File: src/fpCtrlPkg.sv
`default_nettype none

package fpCtrlPkg;

	// Controller sequence, one operation in flight
	typedef enum logic [2:0] {
		IDLE,		// Waiting for start
		ALIGN,		// Operands held, swap and shift settle
		ADD,		// Magnitude sum registered
		NORM,		// Left shifts until leading one
		ROUND,		// Round, pack, special substitution
		DONE		// Result valid, done strobe
	} ctrlState;

	// Bit positions in the 5-bit exception vector
	localparam int ExcAny = 4;	// Any of the four below
	localparam int ExcANaN = 3;	// A is NaN
	localparam int ExcBNaN = 2;	// B is NaN
	localparam int ExcAInf = 1;	// A is infinity
	localparam int ExcBInf = 0;	// B is infinity

endpackage

`default_nettype wire

File: src/fpFormatPkg.sv
`default_nettype none

package fpFormatPkg;

	// Binary16 field layout
	localparam int ExpWidth = 5;			// Exponent field
	localparam int ManWidth = 10;			// Stored mantissa, hidden one not counted
	localparam int Bias = 15;			// Exponent bias

	// Extra precision kept below the mantissa LSB during align and normalize
	localparam int ExtraBits = 3;			// Guard, round, sticky

	// Special encodings
	localparam logic [15:0] QuietNaN = 16'h7E00;	// Canonical quiet NaN, sign clear
	localparam logic [14:0] InfMag = 15'h7C00;	// All-ones exponent, zero mantissa

endpackage

`default_nettype wire

File: src/fpAddSubCtrl.sv
`timescale 1ns/1ps
`default_nettype none

module fpAddSubCtrl (
	input wire clk,
	input wire rst,
	input wire start,
	input wire normDone,			// Leading one in place or zero
	input wire cntZero,			// Step budget spent
	input wire excAny,			// Special input, skip the datapath
	output logic busy,
	output logic done,
	output logic alignLoad,			// Operand capture, accepted start only
	output logic addLoad,
	output logic normLoad,
	output logic normStep,
	output logic roundLoad,
	output logic cntLoad,
	output logic cntDec
);

	fpCtrlPkg::ctrlState state;
	fpCtrlPkg::ctrlState stateNext;

	always_ff @(posedge clk) begin
		if (rst) begin
			state <= fpCtrlPkg::IDLE;
		end else begin
			state <= stateNext;
		end
	end

	always_comb begin
		stateNext = state;
		alignLoad = 1'b0;
		addLoad = 1'b0;
		normLoad = 1'b0;
		normStep = 1'b0;
		roundLoad = 1'b0;
		cntLoad = 1'b0;
		cntDec = 1'b0;
		case (state)
			fpCtrlPkg::IDLE: begin
				alignLoad = start;		// Start outside IDLE is dropped
				if (start) begin
					stateNext = fpCtrlPkg::ALIGN;
				end
			end
			fpCtrlPkg::ALIGN: begin
				addLoad = 1'b1;			// Sign also feeds special results
				stateNext = excAny ? fpCtrlPkg::ROUND : fpCtrlPkg::ADD;
			end
			fpCtrlPkg::ADD: begin
				normLoad = 1'b1;
				cntLoad = 1'b1;			// Arm the step bound
				stateNext = fpCtrlPkg::NORM;
			end
			fpCtrlPkg::NORM: begin
				if (normDone || cntZero) begin
					stateNext = fpCtrlPkg::ROUND;
				end else begin
					normStep = 1'b1;
					cntDec = 1'b1;
				end
			end
			fpCtrlPkg::ROUND: begin
				roundLoad = 1'b1;
				stateNext = fpCtrlPkg::DONE;
			end
			fpCtrlPkg::DONE: begin
				stateNext = fpCtrlPkg::IDLE;	// Single-cycle done
			end
			default: begin
				stateNext = fpCtrlPkg::IDLE;
			end
		endcase
	end

	assign busy = (state != fpCtrlPkg::IDLE);	// Drops with done
	assign done = (state == fpCtrlPkg::DONE);

endmodule

`default_nettype wire

File: src/fpAddSubTop.sv
`timescale 1ns/1ps
`default_nettype none

module fpAddSubTop #(
	parameter int ExpWidth = fpFormatPkg::ExpWidth,
	parameter int ManWidth = fpFormatPkg::ManWidth
) (
	input wire clk,
	input wire rst,
	input wire start,
	input wire [ExpWidth+ManWidth:0] a,
	input wire [ExpWidth+ManWidth:0] b,
	input wire op,					// 0 adds, 1 subtracts
	output wire busy,
	output wire done,
	output wire [ExpWidth+ManWidth:0] result,
	output wire [4:0] exc,
	output wire overflow
);

	localparam int NormSteps = ManWidth + fpFormatPkg::ExtraBits;	// Worst-case shifts
	localparam int CntWidth = $clog2(NormSteps + 1);
	localparam int SigWidth = ManWidth + 1 + fpFormatPkg::ExtraBits;

	wire alignLoad;
	wire addLoad;
	wire normLoad;
	wire normStep;
	wire roundLoad;
	wire cntLoad;
	wire cntDec;
	wire cntZero;
	wire normDone;
	wire sBig;
	wire opEff;
	wire sumSign;
	wire [ExpWidth-1:0] expBig;
	wire [SigWidth-1:0] manBig;
	wire [SigWidth-1:0] manSmall;
	wire [SigWidth:0] sum;
	wire [4:0] inputExc;

	fpAlignShift #(
		.ExpWidth(ExpWidth),
		.ManWidth(ManWidth)
	) i_alignShift (
		.clk(clk),
		.rst(rst),
		.load(alignLoad),
		.a(a),
		.b(b),
		.op(op),
		.sa(sBig),
		.sb(),					// Smaller sign is folded into opEff
		.opEff(opEff),
		.expBig(expBig),
		.manBig(manBig),
		.manSmall(manSmall),
		.inputExc(inputExc)
	);

	fpMantAdd #(
		.ManWidth(ManWidth)
	) i_mantAdd (
		.clk(clk),
		.rst(rst),
		.load(addLoad),
		.opEff(opEff),
		.sBig(sBig),
		.manBig(manBig),
		.manSmall(manSmall),
		.sum(sum),
		.sumSign(sumSign)
	);

	fpNormalize #(
		.ExpWidth(ExpWidth),
		.ManWidth(ManWidth)
	) i_normalize (
		.clk(clk),
		.rst(rst),
		.load(normLoad),
		.step(normStep),
		.roundLoad(roundLoad),
		.sum(sum),
		.sign(sumSign),
		.expBig(expBig),
		.inputExc(inputExc),
		.normDone(normDone),
		.result(result),
		.exc(exc),
		.overflow(overflow)
	);

	fpCycleCounter #(
		.Width(CntWidth)
	) i_cycleCounter (
		.clk(clk),
		.rst(rst),
		.load(cntLoad),
		.dec(cntDec),
		.loadValue(CntWidth'(NormSteps)),
		.zero(cntZero)
	);

	fpAddSubCtrl i_ctrl (
		.clk(clk),
		.rst(rst),
		.start(start),
		.normDone(normDone),
		.cntZero(cntZero),
		.excAny(inputExc[fpCtrlPkg::ExcAny]),
		.busy(busy),
		.done(done),
		.alignLoad(alignLoad),
		.addLoad(addLoad),
		.normLoad(normLoad),
		.normStep(normStep),
		.roundLoad(roundLoad),
		.cntLoad(cntLoad),
		.cntDec(cntDec)
	);

endmodule

`default_nettype wire

File: src/fpAlignShift.sv
`timescale 1ns/1ps
`default_nettype none

module fpAlignShift #(
	parameter int ExpWidth = fpFormatPkg::ExpWidth,
	parameter int ManWidth = fpFormatPkg::ManWidth
) (
	input wire clk,
	input wire rst,
	input wire load,						// Capture operands
	input wire [ExpWidth+ManWidth:0] a,
	input wire [ExpWidth+ManWidth:0] b,
	input wire op,
	output logic sa,						// Larger magnitude sign, op applied
	output logic sb,						// Smaller magnitude sign, op applied
	output logic opEff,						// 1 when magnitudes subtract
	output logic [ExpWidth-1:0] expBig,
	output logic [ManWidth+fpFormatPkg::ExtraBits:0] manBig,	// Hidden one, mantissa, GRS
	output logic [ManWidth+fpFormatPkg::ExtraBits:0] manSmall,	// Aligned, sticky in LSB
	output logic [4:0] inputExc
);

	localparam int Extra = fpFormatPkg::ExtraBits;
	localparam int SigWidth = ManWidth + 1 + Extra;

	logic [ExpWidth+ManWidth:0] aReg;
	logic [ExpWidth+ManWidth:0] bReg;
	logic opReg;
	logic rawSa;
	logic rawSb;
	logic opPre;
	logic sbEff;
	logic [2*ExpWidth-1:0] shiftDet;
	logic [ExpWidth+ManWidth-1:0] aMag;
	logic [ExpWidth+ManWidth-1:0] bMag;
	logic [ExpWidth-1:0] expA;
	logic [ExpWidth-1:0] expB;
	logic [ManWidth-1:0] fracA;
	logic [ManWidth-1:0] fracB;
	logic [ExpWidth:0] expCmp;
	logic aSmaller;
	logic [ExpWidth-1:0] shiftAmt;
	logic [SigWidth-1:0] sigA;
	logic [SigWidth-1:0] sigB;
	logic [SigWidth-1:0] sigSmall;
	logic [SigWidth-1:0] shifted;
	logic [SigWidth-1:0] lostMask;

	always_ff @(posedge clk) begin
		if (rst) begin
			aReg <= '0;
			bReg <= '0;
			opReg <= 1'b0;
		end else if (load) begin
			aReg <= a;				// Held until next accepted start
			bReg <= b;
			opReg <= op;
		end
	end

	fpPrealign #(
		.ExpWidth(ExpWidth),
		.ManWidth(ManWidth)
	) i_prealign (
		.a(aReg),
		.b(bReg),
		.op(opReg),
		.sa(rawSa),
		.sb(rawSb),
		.shiftDet(shiftDet),
		.inputExc(inputExc),
		.aOut(aMag),
		.bOut(bMag),
		.opOut(opPre)
	);

	assign expA = aMag[ExpWidth+ManWidth-1:ManWidth];
	assign expB = bMag[ExpWidth+ManWidth-1:ManWidth];
	assign fracA = aMag[ManWidth-1:0];
	assign fracB = bMag[ManWidth-1:0];

	// Zero exponent counts as zero, no hidden one and no fraction
	assign sigA = (expA != '0) ? {1'b1, fracA, {Extra{1'b0}}} : '0;
	assign sigB = (expB != '0) ? {1'b1, fracB, {Extra{1'b0}}} : '0;

	// Borrow of widened difference is the exponent compare
	assign expCmp = {1'b0, expA} - {1'b0, expB};
	assign aSmaller = expCmp[ExpWidth] | ((expA == expB) & (fracA < fracB));

	assign sbEff = rawSb ^ opPre;				// Subtract flips B
	assign opEff = rawSa ^ sbEff;
	assign sa = aSmaller ? sbEff : rawSa;
	assign sb = aSmaller ? rawSa : sbEff;
	assign expBig = aSmaller ? expB : expA;
	assign manBig = aSmaller ? sigB : sigA;
	assign sigSmall = aSmaller ? sigA : sigB;

	// Positive half of shiftDet for the chosen order
	assign shiftAmt = aSmaller ? shiftDet[2*ExpWidth-1:ExpWidth] : shiftDet[ExpWidth-1:0];
	assign shifted = sigSmall >> shiftAmt;
	assign lostMask = ~({SigWidth{1'b1}} << shiftAmt);	// Bits pushed out the bottom
	assign manSmall = {shifted[SigWidth-1:1], shifted[0] | (|(sigSmall & lostMask))};

endmodule

`default_nettype wire

File: src/fpCycleCounter.sv
`timescale 1ns/1ps
`default_nettype none

module fpCycleCounter #(
	parameter int Width = 4
) (
	input wire clk,
	input wire rst,
	input wire load,				// Load wins over dec
	input wire dec,
	input wire [Width-1:0] loadValue,
	output logic zero
);

	logic [Width-1:0] count;

	always_ff @(posedge clk) begin
		if (rst) begin
			count <= '0;
		end else if (load) begin
			count <= loadValue;
		end else if (dec && (count != '0)) begin
			count <= count - 1'b1;		// Saturates at zero
		end
	end

	assign zero = (count == '0);

endmodule

`default_nettype wire

File: src/fpMantAdd.sv
`timescale 1ns/1ps
`default_nettype none

module fpMantAdd #(
	parameter int ManWidth = fpFormatPkg::ManWidth
) (
	input wire clk,
	input wire rst,
	input wire load,						// Register the sum
	input wire opEff,						// 1 subtracts magnitudes
	input wire sBig,						// Larger operand sign
	input wire [ManWidth+fpFormatPkg::ExtraBits:0] manBig,
	input wire [ManWidth+fpFormatPkg::ExtraBits:0] manSmall,
	output logic [ManWidth+fpFormatPkg::ExtraBits+1:0] sum,		// Carry bit on top
	output logic sumSign
);

	localparam int SumWidth = ManWidth + fpFormatPkg::ExtraBits + 2;

	logic [SumWidth-1:0] bigExt;
	logic [SumWidth-1:0] smallExt;
	logic [SumWidth-1:0] sumNext;
	logic exactZero;

	assign bigExt = {1'b0, manBig};
	assign smallExt = {1'b0, manSmall};

	// Larger magnitude first, so subtraction never goes negative
	assign sumNext = opEff ? (bigExt - smallExt) : (bigExt + smallExt);
	assign exactZero = opEff & (manBig == manSmall);	// x - x

	always_ff @(posedge clk) begin
		if (rst) begin
			sum <= '0;
			sumSign <= 1'b0;
		end else if (load) begin
			sum <= sumNext;
			sumSign <= exactZero ? 1'b0 : sBig;		// Cancellation gives +0
		end
	end

endmodule

`default_nettype wire

File: src/fpNormalize.sv
`timescale 1ns/1ps
`default_nettype none

module fpNormalize #(
	parameter int ExpWidth = fpFormatPkg::ExpWidth,
	parameter int ManWidth = fpFormatPkg::ManWidth
) (
	input wire clk,
	input wire rst,
	input wire load,						// Take the sum
	input wire step,						// One left shift
	input wire roundLoad,						// Round and pack
	input wire [ManWidth+fpFormatPkg::ExtraBits+1:0] sum,
	input wire sign,
	input wire [ExpWidth-1:0] expBig,
	input wire [4:0] inputExc,
	output logic normDone,
	output logic [ExpWidth+ManWidth:0] result,
	output logic [4:0] exc,
	output logic overflow
);

	localparam int Extra = fpFormatPkg::ExtraBits;
	localparam int SigWidth = ManWidth + 1 + Extra;
	localparam int SumWidth = SigWidth + 1;

	logic [SigWidth-1:0] manReg;
	logic [ExpWidth:0] expReg;				// One spare bit for overflow
	logic signReg;
	logic uflow;						// Fell below smallest normal
	logic guardBit;
	logic stickyBit;
	logic roundUp;
	logic [ManWidth+1:0] rounded;				// Hidden one plus carry
	logic [ExpWidth:0] expRound;
	logic nanOut;
	logic infOut;
	logic ovfNext;
	logic [ExpWidth+ManWidth:0] resultNext;

	assign normDone = manReg[SigWidth-1] | (manReg == '0) | uflow;

	always_ff @(posedge clk) begin
		if (rst) begin
			manReg <= '0;
			expReg <= '0;
			signReg <= 1'b0;
			uflow <= 1'b0;
		end else if (load) begin
			signReg <= sign;
			uflow <= 1'b0;
			if (sum[SumWidth-1]) begin		// Carry out, shift right once
				manReg <= {sum[SumWidth-1:2], sum[1] | sum[0]};
				expReg <= {1'b0, expBig} + 1'b1;
			end else begin
				manReg <= sum[SigWidth-1:0];
				expReg <= {1'b0, expBig};
			end
		end else if (step && !normDone) begin
			if (expReg <= 1) begin
				uflow <= 1'b1;			// Next exponent would be 0
			end else begin
				manReg <= manReg << 1;
				expReg <= expReg - 1'b1;
			end
		end
	end

	// Nearest even, ties go to even LSB
	assign guardBit = manReg[Extra-1];
	assign stickyBit = |manReg[Extra-2:0];
	assign roundUp = guardBit & (stickyBit | manReg[Extra]);
	assign rounded = {1'b0, manReg[SigWidth-1:Extra]} + roundUp;
	assign expRound = expReg + rounded[ManWidth+1];		// 1.111.. rounds to 10.000..

	// Opposite infinities cancel to an exact zero sum
	assign nanOut = inputExc[fpCtrlPkg::ExcANaN] | inputExc[fpCtrlPkg::ExcBNaN] |
		(inputExc[fpCtrlPkg::ExcAInf] & inputExc[fpCtrlPkg::ExcBInf] & (sum == '0));
	assign infOut = inputExc[fpCtrlPkg::ExcAInf] | inputExc[fpCtrlPkg::ExcBInf];

	always_comb begin
		ovfNext = 1'b0;
		if (nanOut) begin
			resultNext = fpFormatPkg::QuietNaN;
		end else if (infOut) begin
			resultNext = {sign, fpFormatPkg::InfMag};	// Sign of the infinite operand
		end else if (uflow || (manReg == '0)) begin
			resultNext = {signReg, {(ExpWidth+ManWidth){1'b0}}};
		end else if (expRound > 2 * fpFormatPkg::Bias) begin
			resultNext = {signReg, fpFormatPkg::InfMag};
			ovfNext = 1'b1;
		end else begin
			resultNext = {signReg, expRound[ExpWidth-1:0], rounded[ManWidth-1:0]};
		end
	end

	always_ff @(posedge clk) begin
		if (rst) begin
			result <= '0;
			exc <= '0;
			overflow <= 1'b0;
		end else if (roundLoad) begin
			result <= resultNext;			// Held until next roundLoad
			exc <= inputExc;
			overflow <= ovfNext;
		end
	end

endmodule

`default_nettype wire

File: src/fpPrealign.sv
`timescale 1ns/1ps
`default_nettype none

module fpPrealign #(
	parameter int ExpWidth = fpFormatPkg::ExpWidth,
	parameter int ManWidth = fpFormatPkg::ManWidth
) (
	input wire [ExpWidth+ManWidth:0] a,		// Operand A, sign/exp/mantissa
	input wire [ExpWidth+ManWidth:0] b,		// Operand B
	input wire op,					// 1 subtracts
	output logic sa,				// A sign
	output logic sb,				// B sign, op not applied
	output logic [2*ExpWidth-1:0] shiftDet,		// {ExpB-ExpA, ExpA-ExpB}
	output logic [4:0] inputExc,			// Input exception vector
	output logic [ExpWidth+ManWidth-1:0] aOut,	// A magnitude
	output logic [ExpWidth+ManWidth-1:0] bOut,	// B magnitude
	output logic opOut
);

	logic [ExpWidth-1:0] expA;
	logic [ExpWidth-1:0] expB;
	logic aNaN;
	logic bNaN;
	logic aInf;
	logic bInf;
	logic [ExpWidth-1:0] dab;			// ExpA - ExpB, modulo 2^ExpWidth
	logic [ExpWidth-1:0] dba;			// ExpB - ExpA

	assign expA = a[ExpWidth+ManWidth-1:ManWidth];
	assign expB = b[ExpWidth+ManWidth-1:ManWidth];

	// All-ones exponent marks a special value
	assign aNaN = (&expA) & (|a[ManWidth-1:0]);	// Nonzero mantissa
	assign bNaN = (&expB) & (|b[ManWidth-1:0]);
	assign aInf = (&expA) & ~(|a[ManWidth-1:0]);	// Zero mantissa
	assign bInf = (&expB) & ~(|b[ManWidth-1:0]);

	always_comb begin
		inputExc = '0;
		inputExc[fpCtrlPkg::ExcAny] = aNaN | bNaN | aInf | bInf;
		inputExc[fpCtrlPkg::ExcANaN] = aNaN;
		inputExc[fpCtrlPkg::ExcBNaN] = bNaN;
		inputExc[fpCtrlPkg::ExcAInf] = aInf;
		inputExc[fpCtrlPkg::ExcBInf] = bInf;
	end

	// Two's-complement differences, both directions
	assign dab = expA + ~expB + 1'b1;
	assign dba = expB + ~expA + 1'b1;

	assign sa = a[ExpWidth+ManWidth];
	assign sb = b[ExpWidth+ManWidth];
	assign shiftDet = {dba, dab};
	assign aOut = a[ExpWidth+ManWidth-1:0];
	assign bOut = b[ExpWidth+ManWidth-1:0];
	assign opOut = op;

endmodule

`default_nettype wire

File: config.mk
export PLATFORM = sky130hd
export DESIGN_NAME = fpAddSubTop
export DESIGN_NICKNAME = d
export VERILOG_FILES = /design/src/fpCtrlPkg.sv /design/src/fpFormatPkg.sv /design/src/fpAddSubCtrl.sv /design/src/fpAddSubTop.sv /design/src/fpAlignShift.sv /design/src/fpCycleCounter.sv /design/src/fpMantAdd.sv /design/src/fpNormalize.sv /design/src/fpPrealign.sv
export SDC_FILE = /design/constraint.sdc
export NUM_CORES = 1
export LEC_CHECK = 0
export ABC_CLOCK_PERIOD_IN_PS = 5390
export BUFFER_PORTS_ARGS = -buffer_cell sky130_fd_sc_hd__buf_2
export CORE_ASPECT_RATIO = 2
export CORE_MARGIN = 10
export CORE_UTILIZATION = 30
export DETAILED_ROUTE_END_ITERATION = 6
export PLACE_DENSITY = 0.49
export SYNTH_ARGS = -nofsm -noshare
export SYNTH_HDL_FRONTEND = slang
export SYNTH_SLANG_ARGS = --single-unit
File: constraint.sdc
create_clock -name clk -period 5.39 [get_ports clk]
set_clock_uncertainty 0.05 [all_clocks]
set_input_delay 1.078 -clock clk [delete_from_list [all_inputs] [get_ports clk]]
set_output_delay 1.078 -clock clk [all_outputs]
set_load 0.02 [all_outputs]
==> impl_metrics.toml <==
[outcome]
outcome = "completed"

[global_routing]
grt_first_pass_wirelength_um = 44040
grt-ovfl-total = 0
grt_pass1_vias = 8296
gr-usage-all-layers = 0.1631
antenna_found_initial = 0
grt_max_degree = 78

[yosys]
postSynthCellCount = 1097
netlist_area_um2 = 8051
avgSynthCellArea_um2 = 7.340
synth_top_cell_area_share = 0.2486
async_reset_ff_frac = 0
yosysTopAreaCell = "dfxtp_1"
synth.top_cells.by_area = "dfxtp_1 25%, nand2_1 8.9%, ha_1 7.6%"
ys.flop_type = "dfxtp_1"
syn_nets = 1185
ys_warn_count = 0
synth_edf_count = 0
synthDistinctLibCells = 90
synth-seq-area-share = 0.2486
yosys_register_bits = 100

[layout]
finalNonFillerCells = 1543
drive_gt1_frac = 0.2035
mostFrequentLayoutCells = "190 x nand2_1, 100 x dfxtp_1, 93 x buf_4"
syn_to_final_growth_pct = 20.65
final_common_cell = "nand2_1"
num-nets-final = 1282
n_antenna_cell = 0

[cts]
insertion_delay_ps = 380
clkTransAtPathRegs_ps = 80
tritoncts = "built"
cts.htree.levels = 3
hold_buffers = 0
clockBufferDepth = 2
clock_sinks = 100
cts_buffers = 9
ctsRootBufferMaster = "clkbuf_16"

[timing]
setup_ws_ps = 297.3
fin_crit_ps = 5093
maxSlewHeadroom = 0.2439
drv_slew = 0
post-route-period-util = 0.9448
finalSetupViolCount = 0
max_freq_mhz = 196.4
final_hold_viol_count = 0
worst_pin_slew_ps = 1131

[drt]
drtIter0Drc = 391
wirelength_um = 28020
drc = 0
wl_per_cell_um = 18.16
num_vias = 8157
via_per_inst = 5.286
detail-route-antenna-nets = 0
dr.pass1.iters = 4

[floorplanning]
die_w_um = 135.8
die_height_um = 251.7
start_util = 0.3052
io_pins = 60
dieArea_um2 = 34190
rows = 84
core_um2 = 26380

[setup_path]
critPathArrivalTime_ps = 5280
cp.required_ps = 5580
cp-end-kind = "register"
critPathLaunchType = "register"
crit_type = "register to register"
crit_fanout = 5

[placed_design]
dp_hpwl_um = 22540
io_buffer_count = 59
pre_cts_slack_ps = 45.44
dp_cells = 1517
globalplace.congestion = 0.9186

[pwr]
leakagePower_nw = 3.845
ir_drop_uv = 217.3
cellPowerDensity_nw_per_um2 = 440.7

[worst_hold_path]
min_path_type = "register to register"

[run]
maxCapViolations = 0
==> logic make-up (layout without fill, tap and decap cells) <==
| logic type | count (synthesis) | after routing | share of synthesized area |
|---|---|---|---|
| compound gates | 299 | 300 | 0.2553 |
| xor+xnor | 30 | 30 | 0.03263 |
| fa+ha+maj | 52 | 52 | 0.08361 |
| buf+inv | 128 | 229 | 0.06511 |
| flops | 100 | 100 | 0.2486 |
| mux | 41 | 41 | 0.05625 |
| simple gates | 447 | 447 | 0.2584 |
==> worst paths after layout <==
kind | from | endpoint | slack (ps) | depth (start not counted)
setup / recovery | i_alignShift.bReg[5]$_SDFFE_PP0P_ | i_mantAdd.sum[12]$_SDFFE_PP0P_ | 300 | 26
hold / removal | i_normalize.result[0]$_SDFFE_PP0P_ | i_normalize.result[0]$_SDFFE_PP0P_ | 400 | 2
setup reg to reg | i_alignShift.bReg[5]$_SDFFE_PP0P_ | i_mantAdd.sum[12]$_SDFFE_PP0P_ | 300 | 26
hold reg to reg | i_normalize.result[0]$_SDFFE_PP0P_ | i_normalize.result[0]$_SDFFE_PP0P_ | 400 | 2
==> worst max-delay path, cell delays in order (launching register included) <==
cell	delay (ps)
dfxtp_1	330
inv_1	50
ha_1	320
a41o_1	240
a21oi_1	200
o21ai_2	180
a21oi_4	300
buf_4	160
mux2_2	330
buf_4	140
and3_1	170
o21ai_0	150
o21ai_0	130
and2_2	240
ha_4	280
buf_4	120
inv_1	70
a21oi_1	150
nor2_1	60
nor2_2	100
nor2_1	60
nor2_1	80
o21ai_0	140
a221o_1	400
o31ai_2	210
xnor2_1	190
o31ai_2	80
==> synth_stat cells (5+ instances only) <==
library cell / n
a211oi_1: 26
o21ai_0: 56
and3_1: 6
o211ai_1: 7
nor3_1: 30
and2_1: 7
nor2b_1: 20
dfxtp_1: 100
a21oi_1: 84
nor4_1: 12
a21oi_2: 5
inv_1: 58
a22oi_1: 12
nand4_1: 10
nor2_1: 89
a311oi_1: 12
xnor2_1: 16
nand3_1: 37
o21bai_1: 6
clkbuf_1: 57
a21o_1: 9
o311ai_1: 5
ha_1: 49
o31ai_1: 5
xor2_1: 14
a31oi_1: 15
nand2_1: 190
mux2i_1: 28
nand2b_1: 9
o21a_1: 7
or3_1: 5
mux2_2: 10
==> metrics by stage <==
| step | TNS, ps | hold slack [ps] | power [mW] | utilization | instance area (um2) |
|---|---|---|---|---|---|
| floorplan | 0 | 386.0 | 2.586 | - | 8051 |
| global placement | 0 | 391.2 | 3.375 | 0.3464 | 9139 |
| detailed placement | 0 | 395.6 | 3.380 | 0.3464 | 9139 |
| CTS | 0 | 403.9 | 4.139 | 0.3589 | 9469 |
| global route | -33.87 | 429.0 | 4.557 | 0.3682 | 9714 |
| finish | 0 | 398.5 | 4.281 | 0.3682 | 9714 |
==> routing by layer <==
layer	GRT usage	vias up	part of all wire
met5	0	-	0
met4	0.1020	0	0.063
met3	0.02349	84	0.031
met2	0.3245	158	0.57
met1	0.1453	3816	0.34
li1	-	4099	-
==> power breakdown <==
group / internal [mW] / leakage, nW / switching (mW)
sequential: 0.816 / 0.815 / 0.0876
combinational: 1.06 / 2.87 / 1.57
clock: 0.414 / 0.159 / 0.329
total: 2.29 / 3.85 / 1.99
==> flip-flops by register name, indices dropped and copies added, names as in the netlist, 3 cells and up <==
register,count
i_alignShift.aReg,16
i_normalize.result,16
i_normalize.expReg,6
i_normalize.exc,5
i_ctrl.state,3
i_cycleCounter.count,4
i_mantAdd.sum,15
i_normalize.manReg,14
i_alignShift.bReg,16
==> final cells by class <==
cell class,instances,area (um2)
fillers,2812,16670
flip-flops and latches,100,2002
well taps,344,430.4
clock buffers,9,225.2
multi-input cells,870,5704
repair buffers,154,1025
clock inverters,7,105.1
inverters,59,222.7
==> what timing repair did <==
| action | 4_1_cts | 5_1_grt |
|---|---|---|
| gates resized for setup | 0 | 37 |
| setup endpoints to repair | 0 | 7 |
| setup buffers | 0 | 9 |
(Power assumes the default switching activity.)
